<file path="src/design/pipe_pkg.sv">
/*
 * Pipeline package
 * widths, value types, opcode encoding and instruction
 * field positions shared by the three-stage pipeline
 */
package pipe_pkg;

   // ----------------------------------------
   // widths
   localparam int DATA_W    = 8;
   localparam int IDX_W     = 2;
   localparam int INST_W    = 8;
   localparam int OP_W      = 2;
   localparam int IMM_WIDTH = 4;
   localparam int NUM_REGS  = 4;

   // ----------------------------------------
   // instruction fields, msb of each
   // set uses bits 5..2 as its immediate
   localparam int OP_MSB  = 7;
   localparam int RS1_MSB = 5;
   localparam int RS2_MSB = 3;
   localparam int RD_MSB  = 1;

   // scoreboard entry bits
   localparam int SB_EX_BIT = 1;
   localparam int SB_WB_BIT = 0;

   typedef logic [DATA_W-1:0] data_t;
   typedef logic [IDX_W-1:0]  reg_idx_t;
   typedef logic [INST_W-1:0] inst_t;

   // pending location, ex in the upper bit, wb in the lower
   typedef logic [1:0] sb_loc_t;

   typedef enum logic [OP_W-1:0] {
      op_nop  = 2'd0,
      op_add  = 2'd1,
      op_set  = 2'd2,
      op_nand = 2'd3
   } op_t;

endpackage
</file>
<file path="src/design/pipe_ifs.sv">
/*
 * Stage register interfaces
 * id_ex_if and ex_wb_if carry the pipeline registers
 * between stages, plus the ready coming back upstream
 */
`timescale 1ns/1ps

interface id_ex_if;
   import pipe_pkg::*;

   logic  valid;
   op_t   op;
   reg_idx_t rd;
   logic  reg_wen;
   data_t operand1;
   data_t operand2;
   logic  ex_ready;

   modport producer (output valid, op, rd, reg_wen, operand1, operand2,
                     input ex_ready);
   modport consumer (input valid, op, rd, reg_wen, operand1, operand2,
                     output ex_ready);
   // scoreboard only needs the destination
   modport observer (input valid, reg_wen, rd);
endinterface

interface ex_wb_if;
   import pipe_pkg::*;

   logic     valid;
   data_t    val;
   reg_idx_t rd;
   logic     reg_wen;
   logic     wb_ready;

   modport producer (output valid, val, rd, reg_wen,
                     input wb_ready);
   modport consumer (input valid, val, rd, reg_wen,
                     output wb_ready);
   modport observer (input valid, reg_wen, rd);
endinterface

</file>
<file path="src/design/pipeline_top.sv">
/*
 * Pipeline top
 * decode, execute and writeback with scoreboard forwarding;
 * plain ports for the instruction stream, stalls and debug read
 */
`timescale 1ns/1ps

module pipeline_top (
   input  logic               clk,
   input  logic               rst,
   input  pipe_pkg::inst_t    inst,
   input  logic               inst_valid,
   input  logic               stallex,
   input  logic               stallwb,
   input  pipe_pkg::reg_idx_t rd_sel,
   output logic               inst_ready,
   output pipe_pkg::data_t    rd_data
);
   import pipe_pkg::*;

   logic     id_go;
   logic     id_wen;
   reg_idx_t id_rd;
   reg_idx_t rs1_idx;
   reg_idx_t rs2_idx;
   data_t    fwd_op1;
   data_t    fwd_op2;

   logic     ex_go;
   data_t    ex_val;

   logic     wb_go;
   data_t    wb_val;
   data_t    rf_rs1;
   data_t    rf_rs2;

   // ----------------------------------------
   // stage registers
   id_ex_if id_ex ();
   ex_wb_if ex_wb ();

   decode_stage u_decode (
      .clk        (clk),
      .rst        (rst),
      .inst       (inst),
      .inst_valid (inst_valid),
      .fwd_op1    (fwd_op1),
      .fwd_op2    (fwd_op2),
      .inst_ready (inst_ready),
      .id_go      (id_go),
      .id_wen     (id_wen),
      .rs1_idx    (rs1_idx),
      .rs2_idx    (rs2_idx),
      .id_rd      (id_rd),
      .id_ex      (id_ex.producer)
   );

   scoreboard u_scoreboard (
      .clk     (clk),
      .rst     (rst),
      .id_go   (id_go),
      .id_wen  (id_wen),
      .id_rd   (id_rd),
      .rs1_idx (rs1_idx),
      .rs2_idx (rs2_idx),
      .ex_go   (ex_go),
      .wb_go   (wb_go),
      .rf_rs1  (rf_rs1),
      .rf_rs2  (rf_rs2),
      .ex_val  (ex_val),
      .wb_val  (wb_val),
      .id_ex   (id_ex.observer),
      .ex_wb   (ex_wb.observer),
      .fwd_op1 (fwd_op1),
      .fwd_op2 (fwd_op2)
   );

   execute_stage u_execute (
      .clk     (clk),
      .rst     (rst),
      .stallex (stallex),
      .id_ex   (id_ex.consumer),
      .ex_wb   (ex_wb.producer),
      .ex_go   (ex_go),
      .ex_val  (ex_val)
   );

   writeback_regfile u_writeback (
      .clk     (clk),
      .stallwb (stallwb),
      .rs1_idx (rs1_idx),
      .rs2_idx (rs2_idx),
      .rd_sel  (rd_sel),
      .ex_wb   (ex_wb.consumer),
      .wb_go   (wb_go),
      .rf_rs1  (rf_rs1),
      .rf_rs2  (rf_rs2),
      .wb_val  (wb_val),
      .rd_data (rd_data)
   );

endmodule

</file>
<file path="src/design/writeback_regfile.sv">
/*
 * Writeback and register file
 * four 8-bit registers written on wb_go, two source read
 * ports for decode and a debug read port
 */
`timescale 1ns/1ps

module writeback_regfile (
   input  logic               clk,
   input  logic               stallwb,
   input  pipe_pkg::reg_idx_t rs1_idx,
   input  pipe_pkg::reg_idx_t rs2_idx,
   input  pipe_pkg::reg_idx_t rd_sel,
   ex_wb_if.consumer          ex_wb,
   output logic               wb_go,
   output pipe_pkg::data_t    rf_rs1,
   output pipe_pkg::data_t    rf_rs2,
   output pipe_pkg::data_t    wb_val,
   output pipe_pkg::data_t    rd_data
);
   import pipe_pkg::*;

   data_t regs [NUM_REGS];

   // ----------------------------------------
   // control
   assign ex_wb.wb_ready = !stallwb;
   assign wb_go          = ex_wb.valid && ex_wb.wb_ready;

   // forwarded to decode while still pending
   assign wb_val = ex_wb.val;

   // ----------------------------------------
   // register file
   always_ff @(posedge clk) begin
      if (wb_go && ex_wb.reg_wen) begin
         regs[ex_wb.rd] <= ex_wb.val;
      end
   end

   assign rf_rs1  = regs[rs1_idx];
   assign rf_rs2  = regs[rs2_idx];
   // debug read
   assign rd_data = regs[rd_sel];

endmodule

</file>
<file path="src/design/execute_stage.sv">
/*
 * Execute stage
 * ALU for add, set and nand, and the execute-to-writeback
 * register with its stall
 */
`timescale 1ns/1ps

module execute_stage (
   input  logic            clk,
   input  logic            rst,
   input  logic            stallex,
   id_ex_if.consumer       id_ex,
   ex_wb_if.producer       ex_wb,
   output logic            ex_go,
   output pipe_pkg::data_t ex_val
);
   import pipe_pkg::*;

   data_t alu_res;

   // ----------------------------------------
   // ALU
   always_comb begin
      case (id_ex.op)
         op_add:  alu_res = id_ex.operand1 + id_ex.operand2;
         op_set:  alu_res = id_ex.operand1;
         op_nand: alu_res = ~(id_ex.operand1 & id_ex.operand2);
         default: alu_res = '0;
      endcase
   end

   // also the forwarding value for decode
   assign ex_val = alu_res;

   // ----------------------------------------
   // control
   assign id_ex.ex_ready = !stallex && (ex_wb.wb_ready || !ex_wb.valid);
   assign ex_go          = id_ex.valid && id_ex.ex_ready;

   always_ff @(posedge clk) begin
      if (rst) begin
         ex_wb.valid <= 1'b0;
      end else if (ex_go) begin
         ex_wb.valid <= 1'b1;
      end else if (ex_wb.wb_ready) begin
         ex_wb.valid <= 1'b0;
      end
   end

   always_ff @(posedge clk) begin
      if (ex_go) begin
         ex_wb.val     <= alu_res;
         ex_wb.rd      <= id_ex.rd;
         ex_wb.reg_wen <= id_ex.reg_wen;
      end
   end

endmodule

</file>
<file path="src/design/scoreboard.sv">
/*
 * Scoreboard
 * tracks per register whether a result is pending in
 * execute or writeback, and selects forwarded operands
 */
`timescale 1ns/1ps

module scoreboard (
   input  logic               clk,
   input  logic               rst,
   input  logic               id_go,
   input  logic               id_wen,
   input  pipe_pkg::reg_idx_t id_rd,
   input  pipe_pkg::reg_idx_t rs1_idx,
   input  pipe_pkg::reg_idx_t rs2_idx,
   input  logic               ex_go,
   input  logic               wb_go,
   input  pipe_pkg::data_t    rf_rs1,
   input  pipe_pkg::data_t    rf_rs2,
   input  pipe_pkg::data_t    ex_val,
   input  pipe_pkg::data_t    wb_val,
   id_ex_if.observer          id_ex,
   ex_wb_if.observer          ex_wb,
   output pipe_pkg::data_t    fwd_op1,
   output pipe_pkg::data_t    fwd_op2
);
   import pipe_pkg::*;

   sb_loc_t sb [NUM_REGS];
   logic    ex_wen;
   logic    wb_done;

   // result leaving execute for writeback
   assign ex_wen  = id_ex.valid && id_ex.reg_wen;
   // result being written this cycle
   assign wb_done = wb_go && ex_wb.valid && ex_wb.reg_wen;

   // ----------------------------------------
   // entry update
   always_ff @(posedge clk) begin
      if (rst) begin
         for (int i = 0; i < NUM_REGS; i++) begin
            sb[i] <= '0;
         end
      end else begin
         for (int i = 0; i < NUM_REGS; i++) begin
            if (id_go) begin
               sb[i][SB_EX_BIT] <= id_wen && (id_rd == reg_idx_t'(i));
            end else if (ex_go) begin
               sb[i][SB_EX_BIT] <= 1'b0;
            end

            if (ex_go) begin
               sb[i][SB_WB_BIT] <= ex_wen && (id_ex.rd == reg_idx_t'(i));
            end else if (wb_done && (ex_wb.rd == reg_idx_t'(i))) begin
               sb[i][SB_WB_BIT] <= 1'b0;
            end
         end
      end
   end

   // ----------------------------------------
   // operand select
   // the execute copy is the youngest, so it wins over writeback
   function automatic data_t sel_operand(sb_loc_t loc, data_t rf_val,
                                         data_t ex_fwd, data_t wb_fwd);
      data_t res;
      if (loc == '0) begin
         res = rf_val;
      end else if (!loc[SB_EX_BIT]) begin
         res = wb_fwd;
      end else begin
         res = ex_fwd;
      end
      return res;
   endfunction

   assign fwd_op1 = sel_operand(sb[rs1_idx], rf_rs1, ex_val, wb_val);
   assign fwd_op2 = sel_operand(sb[rs2_idx], rf_rs2, ex_val, wb_val);

endmodule

</file>
<file path="src/design/decode_stage.sv">
/*
 * Decode stage
 * splits the instruction, picks operands from the forwarding
 * network and holds the decode-to-execute register
 */
`timescale 1ns/1ps

module decode_stage (
   input  logic              clk,
   input  logic              rst,
   input  pipe_pkg::inst_t   inst,
   input  logic              inst_valid,
   input  pipe_pkg::data_t   fwd_op1,
   input  pipe_pkg::data_t   fwd_op2,
   output logic              inst_ready,
   output logic              id_go,
   output logic              id_wen,
   output pipe_pkg::reg_idx_t rs1_idx,
   output pipe_pkg::reg_idx_t rs2_idx,
   output pipe_pkg::reg_idx_t id_rd,
   id_ex_if.producer         id_ex
);
   import pipe_pkg::*;

   op_t   op;
   logic [IMM_WIDTH-1:0] imm;
   data_t operand1;
   data_t operand2;

   // ----------------------------------------
   // field split
   assign op      = op_t'(inst[OP_MSB -: OP_W]);
   assign rs1_idx = inst[RS1_MSB -: IDX_W];
   assign rs2_idx = inst[RS2_MSB -: IDX_W];
   assign id_rd   = inst[RD_MSB -: IDX_W];
   assign imm     = inst[RS1_MSB -: IMM_WIDTH];

   // everything but nop writes rd
   assign id_wen = (op != op_nop);

   // set takes the zero-extended immediate
   assign operand1 = (op == op_set) ? data_t'(imm) : fwd_op1;
   assign operand2 = fwd_op2;

   // ----------------------------------------
   // interlock
   assign inst_ready = id_ex.ex_ready || !id_ex.valid;
   assign id_go      = inst_valid && inst_ready;

   always_ff @(posedge clk) begin
      if (rst) begin
         id_ex.valid <= 1'b0;
      end else if (id_go) begin
         id_ex.valid <= 1'b1;
      end else if (id_ex.ex_ready) begin
         // execute took the entry, nothing behind it
         id_ex.valid <= 1'b0;
      end
   end

   // payload
   always_ff @(posedge clk) begin
      if (id_go) begin
         id_ex.op       <= op;
         id_ex.rd       <= id_rd;
         id_ex.reg_wen  <= id_wen;
         id_ex.operand1 <= operand1;
         id_ex.operand2 <= operand2;
      end
   end

endmodule

</file>
<file path="config.mk">
export PLATFORM = sky130hd
export DESIGN_NAME = pipeline_top
export DESIGN_NICKNAME = d
export VERILOG_FILES = /design/src/design/pipe_pkg.sv /design/src/design/pipe_ifs.sv /design/src/design/pipeline_top.sv /design/src/design/writeback_regfile.sv /design/src/design/execute_stage.sv /design/src/design/scoreboard.sv /design/src/design/decode_stage.sv
export SDC_FILE = /design/constraint.sdc
export NUM_CORES = 1
export LEC_CHECK = 0
export ABC_AREA = 0
export BUFFER_PORTS_ARGS = -buffer_cell sky130_fd_sc_hd__buf_2
export CAP_MARGIN = 20
export CORE_ASPECT_RATIO = 0.5
export CORE_MARGIN = 2
export CORE_UTILIZATION = 45
export DETAILED_ROUTE_END_ITERATION = 16
export PLACE_DENSITY = 0.68
export SYNTH_ARGS = -nofsm -noshare
export SYNTH_HDL_FRONTEND = slang
export SYNTH_SLANG_ARGS = --single-unit
</file>
<file path="constraint.sdc">
create_clock -name clk -period 6 [get_ports clk]
set_input_delay 0.9 -clock clk [delete_from_list [all_inputs] [get_ports clk]]
set_output_delay 0.9 -clock clk [all_outputs]
set_load 0.01 [all_outputs]
</file>
**Word-level counts from Yosys, hierarchy flattened**

Memories as Yosys holds them, arrays and structs flattened.
Cells that the tools add are included.

- Multiply operators: 0
- Divide/modulo/power cells: 0
- Bitwise operators: 18
- Shift operators: 0
- Reductions and logical operators: 33
- Eq/ne operators: 14
- Mux-type cells: 55
- Add/sub/neg operators: 1
- Magnitude comparators: 0

Operator list:

| operator | count |
|---|---|
| 1-bit 2-to-1 mux | 49 |
| 8-bit 2-to-1 mux | 4 |
| 8-bit case mux with 3 select lines | 1 |
| 1-bit logical AND | 20 |
| 2-bit equality test, second input constant | 9 |
| 1-bit bitwise OR | 16 |
| 2-bit logical NOT | 5 |
| 8-bit adder | 1 |
| 8-bit bitwise AND | 1 |
| 2-bit by 1-bit equality test with 1-bit output, second input constant | 4 |
| 8-bit NOT | 1 |
| 1-bit logical NOT | 4 |
| 4-bit 2-to-1 mux | 1 |
| 2-bit nonzero test | 2 |
| 1-bit logical OR | 2 |
| 2-bit by 1-bit != test with 1-bit output, second input constant | 1 |

- Bits in read-only memories: 0
- Latch bits: 0
- Logic and storage cells: 134
- Memories kept: 2
- Bits of input ports: 15
- Bits in registers: 34
- Bits in writable memories: 40

Memory list:

| name | depth | bits a word | rd ports | clocked after Yosys merged registers in | write ports | line | RTL |
|---|---|---|---|---|---|---|---|
| u_writeback.regs | 4 | 8 | 3 | 0 | 1 | writeback_regfile.sv:23 | `data_t regs [NUM_REGS];` |
| u_scoreboard.sb | 4 | 2 | 2 | 0 | 4 | scoreboard.sv:29 | `sb_loc_t sb [NUM_REGS];` |

**Logic depth before layout (Yosys ltp)**

- Depth in word-level cells: 10
- Mapped depth: 7
- Gate-level depth less buffers: 7

**By module**

Synthesis repeated with hierarchy kept, for this count alone.

- Cells, all modules: 286
- Area total of the unflattened synthesis: 4120.2 um2

Modules (own cells, without submodules):

| module | instances | sequential area each (um2) | cells an instance | area each (um2) |
|---|---|---|---|---|
| writeback_regfile | 1 | 960.9 | 77 | 1656.6 |
| execute_stage | 1 | 350.3 | 78 | 827.0 |
| decode_stage | 1 | 650.6 | 43 | 824.5 |
| scoreboard | 1 | 240.2 | 88 | 812.0 |

**Worst setup path before layout**

Ideal clock, no wire load.

- Path type: input port to output port
- Start point: in rd_sel[0]
- End point: out rd_data[0]
- Cell stages on the path: 2
- Path slack: 3.412 ns
- Data required time: 5.100 ns
- Data arrival time: 1.688 ns
- Cells stage by stage: buf_2 -> mux4_2

- Longest elaborated chain between the ends: 1

Ends and longest elaborated chain:

| item | line | RTL |
|---|---|---|
| from (decl) | pipeline_top.sv:15 | `input pipe_pkg::reg_idx_t rd_sel,` |
| memory read 4 x 8 bit | n/a |  |
| to (decl) | pipeline_top.sv:17 | `output pipe_pkg::data_t rd_data` |

No other way between the ends.

**Worst setup path after layout**

- Start point: in rd_sel[0]
- End point: out rd_data[6]

The elaborated chain is that of the path after synthesis.

==> key figures <==
Route
  – DR iter-0 viols: 256
  – Drt drc: 0
  – Final WL: around 8400 um
  – Vias after detailed routing: between 2000 and 3000
  – DR pass1 iterations: 4
  – Final ANT Viol Nets: 0
  – Routed len/inst: 19.4 um
  – DR vias/cell: 5.92

Worst setup path
  – CP Capture Type: output port
  – Crit path cell chain: buf_2, mux4_2, buf_2
  – CP max stage cell: mux4_2
  – Max incr delay on CP: 560 ps
  – Kind of cell adding the most delay to the critical path: multiplexers
  – Reg2Reg Depth: 7
  – CP Depth: 3
  – CP dominant cell by count: buf_2
  – Worst Path Arrival: between 1500 and 2000 ps
  – Worst-path fanout max: 8
  – RR Startpoint: u_decode.id_ex.operand1[0]$_DFFE_PP_
  – CP Class: primary input to output port
  – CP Data Required Time: 5100 ps
  – R2R Setup Slk: 3600 ps
  – Startpoint type of the worst setup path: primary input
  – RR Endpoint: u_decode.id_ex.operand2[6]$_DFFE_PP_
  – Buf+Inv Stages, Crit Path: 2

Placed design
  – DP HPWL: 5750 um
  – GPL Wtd Cong: 0.778
  – DP Cell Count: 415
  – Port Buf Inserts: 23

Synthesis
  – Synth Area in Compound Gates: 9.29%
  – Netlist cell types: 43
  – Synthesized area per cell: 14.0 sq um
  – Synth area leaders: edfxtp_1 54%, mux4_2 12%, mux4_1 4.6%
  – Mux cell area share after synthesis: between 10% and 20%
  – Main combinational cell family by area after synthesis: multiplexers
  – Yosys warnings: 0
  – Cell accounting for the most synthesized area: edfxtp_1
  – Cell count after synthesis: approximately 290
  – Syn_nets: 311
  – Synth Flop Type: edfxtp_1
  – Synth Area in Adders: under 10%
  – Simple-gate portion of the synthesized area: 9.85%
  – Post-synth EDFFs: 72
  – Yosys reg bits: 74
  – Xor and xnor fraction of the mapped netlist area: 0.653%
  – Async S/R FF share, synth: 0%
  – Syn Std Cell Area: 4030 sq um
  – Sequential-to-total area share from yosys stat: 54.7%
  – Synth top area share: 53.7%

STA
  – Final setup violation count: 0
  – Slew headroom: 42.7%
  – F_max: approximately 360 MHz
  – Worst Skew: slightly below 7 ps
  – Worst-margin pin slew: 857 ps
  – Final period util: between 40% and 50%
  – RSZ-0062 raised after global routing: false
  – Post-layout min period: 2820 ps
  – Max-slew violation count: 0
  – Final TNS setup: 0 ps
  – Final Hold Violating Endpoints: 0

Clock tree
  – Sink Count: 74
  – Worst-path clk slew: 60 ps
  – Setup Fix Bufs, Post-CTS: 0
  – Max Root-Sink Buffers: 2
  – Post_cts resized: 0
  – Root Buffer: clkbuf_16
  – Later-pin clock latency in the skew report: ~330 ps
  – H-Tree Depth: 3
  – Cts hold-fix bufs: 0
  – CTS Buf Count: 9
  – CTS tree: done

Status
  – Outcome: finished, final reports clean

Die
  – I/O pin total: 24
  – Die height: 70.9 um
  – Core box area: 8710 sq um
  – Site Rows: 24
  – Die X: 138 um
  – Initial Util: 46.2%
  – Die area: 9760 sq um

Power and ir drop
  – Peak VDD IR: between 100 and 150 uV
  – Power Dens Cells: 297 nW/um^2
  – Leakage: 1.61 nW

Cells and area
  – Share of cells above drive strength 1: between 20% and 30%
  – Net count, final: 333
  – Diodes inserted: 0
  – Syn-to-layout area delta: 12.2%
  – Non-Filler Instances: about 430

Worst hold path
  – WHS Endpoint: u_execute.ex_wb.reg_wen$_DFFE_PP_
  – Hold path depth: 0
  – Min-Delay Path Class: flop to flop
  – Hold Startpoint: u_decode.id_ex.reg_wen$_DFFE_PP_

Flow run
  – # Max-Cap Violations: 0

Global route
  – Initial antenna violation count: 0
  – Largest net degree at the start of global routing: 22
  – Total global routing overflow: 0
  – Vias in the first global route: 2525
  – First-pass GRT wire length: 13300 um
  – Gr usage total: 18.6%
-- where the power goes --
part	internal (W)	switching [W]	total, W
combinational	0.0000812	0.000109	0.000190
sequential	0.000600	0.0000192	0.000619
clock	0.000323	0.000210	0.000533
-- final cells by class --
| cell class | instances | area, sq um |
|---|---|---|
| fill | 713 | 4190 |
| sequential | 74 | 2200 |
| multi-input combinational | 187 | 1690 |
| clock buffer | 10 | 229 |
| tap | 117 | 146 |
| timing repair buffer | 25 | 130 |
| clock inverter | 6 | 67.6 |
| inverter | 12 | 45.0 |
-- registers in the layout (all words and copies together), names as in the netlist --
register and flops:
u_decode.id_ex.rd 2, u_decode.id_ex.operand2 8, u_execute.ex_wb.val 8, u_execute.ex_wb.reg_wen 1
u_execute.ex_wb.valid 1, u_decode.id_ex.op 2, u_decode.id_ex.valid 1, u_decode.id_ex.reg_wen 1
u_writeback.regs 32, u_decode.id_ex.operand1 8, u_scoreboard.sb 8, u_execute.ex_wb.rd 2
-- metal layers --
metal | track usage [%] | part of all wire [%]
met5 | 0 | 0
met4 | 6.58 | 1.3
met3 | 4.59 | 4.9
met2 | 28.3 | 46
met1 | 26.4 | 47
-- cell families after synthesis --
| family | count (synthesis) |
|---|---|
| fa+ha+maj | 9 |
| compound gates | 59 |
| mux | 38 |
| simple gates | 78 |
| xor+xnor | 3 |
| flops | 74 |
| buf+inv | 26 |
-- worst max path at each step --
stage,startpoint,end
floorplan,rd_sel[0],rd_data[0]
global placement,rd_sel[0],rd_data[3]
detailed placement,rd_sel[0],rd_data[3]
CTS,rd_sel[0],rd_data[6]
global route,rd_sel[0],rd_data[4]
finish,rd_sel[0],rd_data[6]
-- Yosys cell counts (3+ instances only) --
cell,count
a211oi_1,6
a21oi_1,25
buf_2,4
buf_6,3
clkbuf_1,4
edfxtp_1,72
ha_1,8
inv_1,12
mux2_4,4
mux2i_1,6
mux4_1,7
mux4_2,21
nand2_1,22
nand2b_1,3
nand3b_1,3
nor2_1,18
nor2b_1,10
nor3_1,9
o21ai_0,17
or3_1,3
-- placed cells by master, fill, tap and decap left out, types with 2 or more instances in the layout --
master and count:
buf_4 2, o21ai_0 17, nor2b_1 10, mux4_1 7
nor2_1 18, inv_1 12, clkbuf_16 9, buf_2 23
xor2_1 2, and3_1 2, mux2i_1 6, a21oi_1 25
nand4b_1 2, a211oi_1 6, nand2_1 22, nand3b_1 3
clkinvlp_4 2, mux2_4 4, a22o_1 2, edfxtp_1 72
or3_1 3, nand2b_1 3, mux4_2 21, ha_1 8
dfxtp_1 2, nor3_1 9, nor3b_1 2
-- through the flow --
step / hold WS, ps / util (%) / area, sq um / worst slack [ps] / power, W
6_report: 506 / 51.8 / 4510 / 3180 / 0.00134
2_1_floorplan: 450 / - / 4030 / 3410 / 0.000771
3_5_place_dp: 482 / 48.4 / 4220 / 3180 / 0.000815
3_3_place_gp: 485 / 48.4 / 4220 / 3170 / 0.000807
4_1_cts: 498 / 51.8 / 4510 / 3180 / 0.00135
5_1_grt: 518 / 51.8 / 4510 / 3140 / 0.00139
Power figures use the tool's default switching activity.
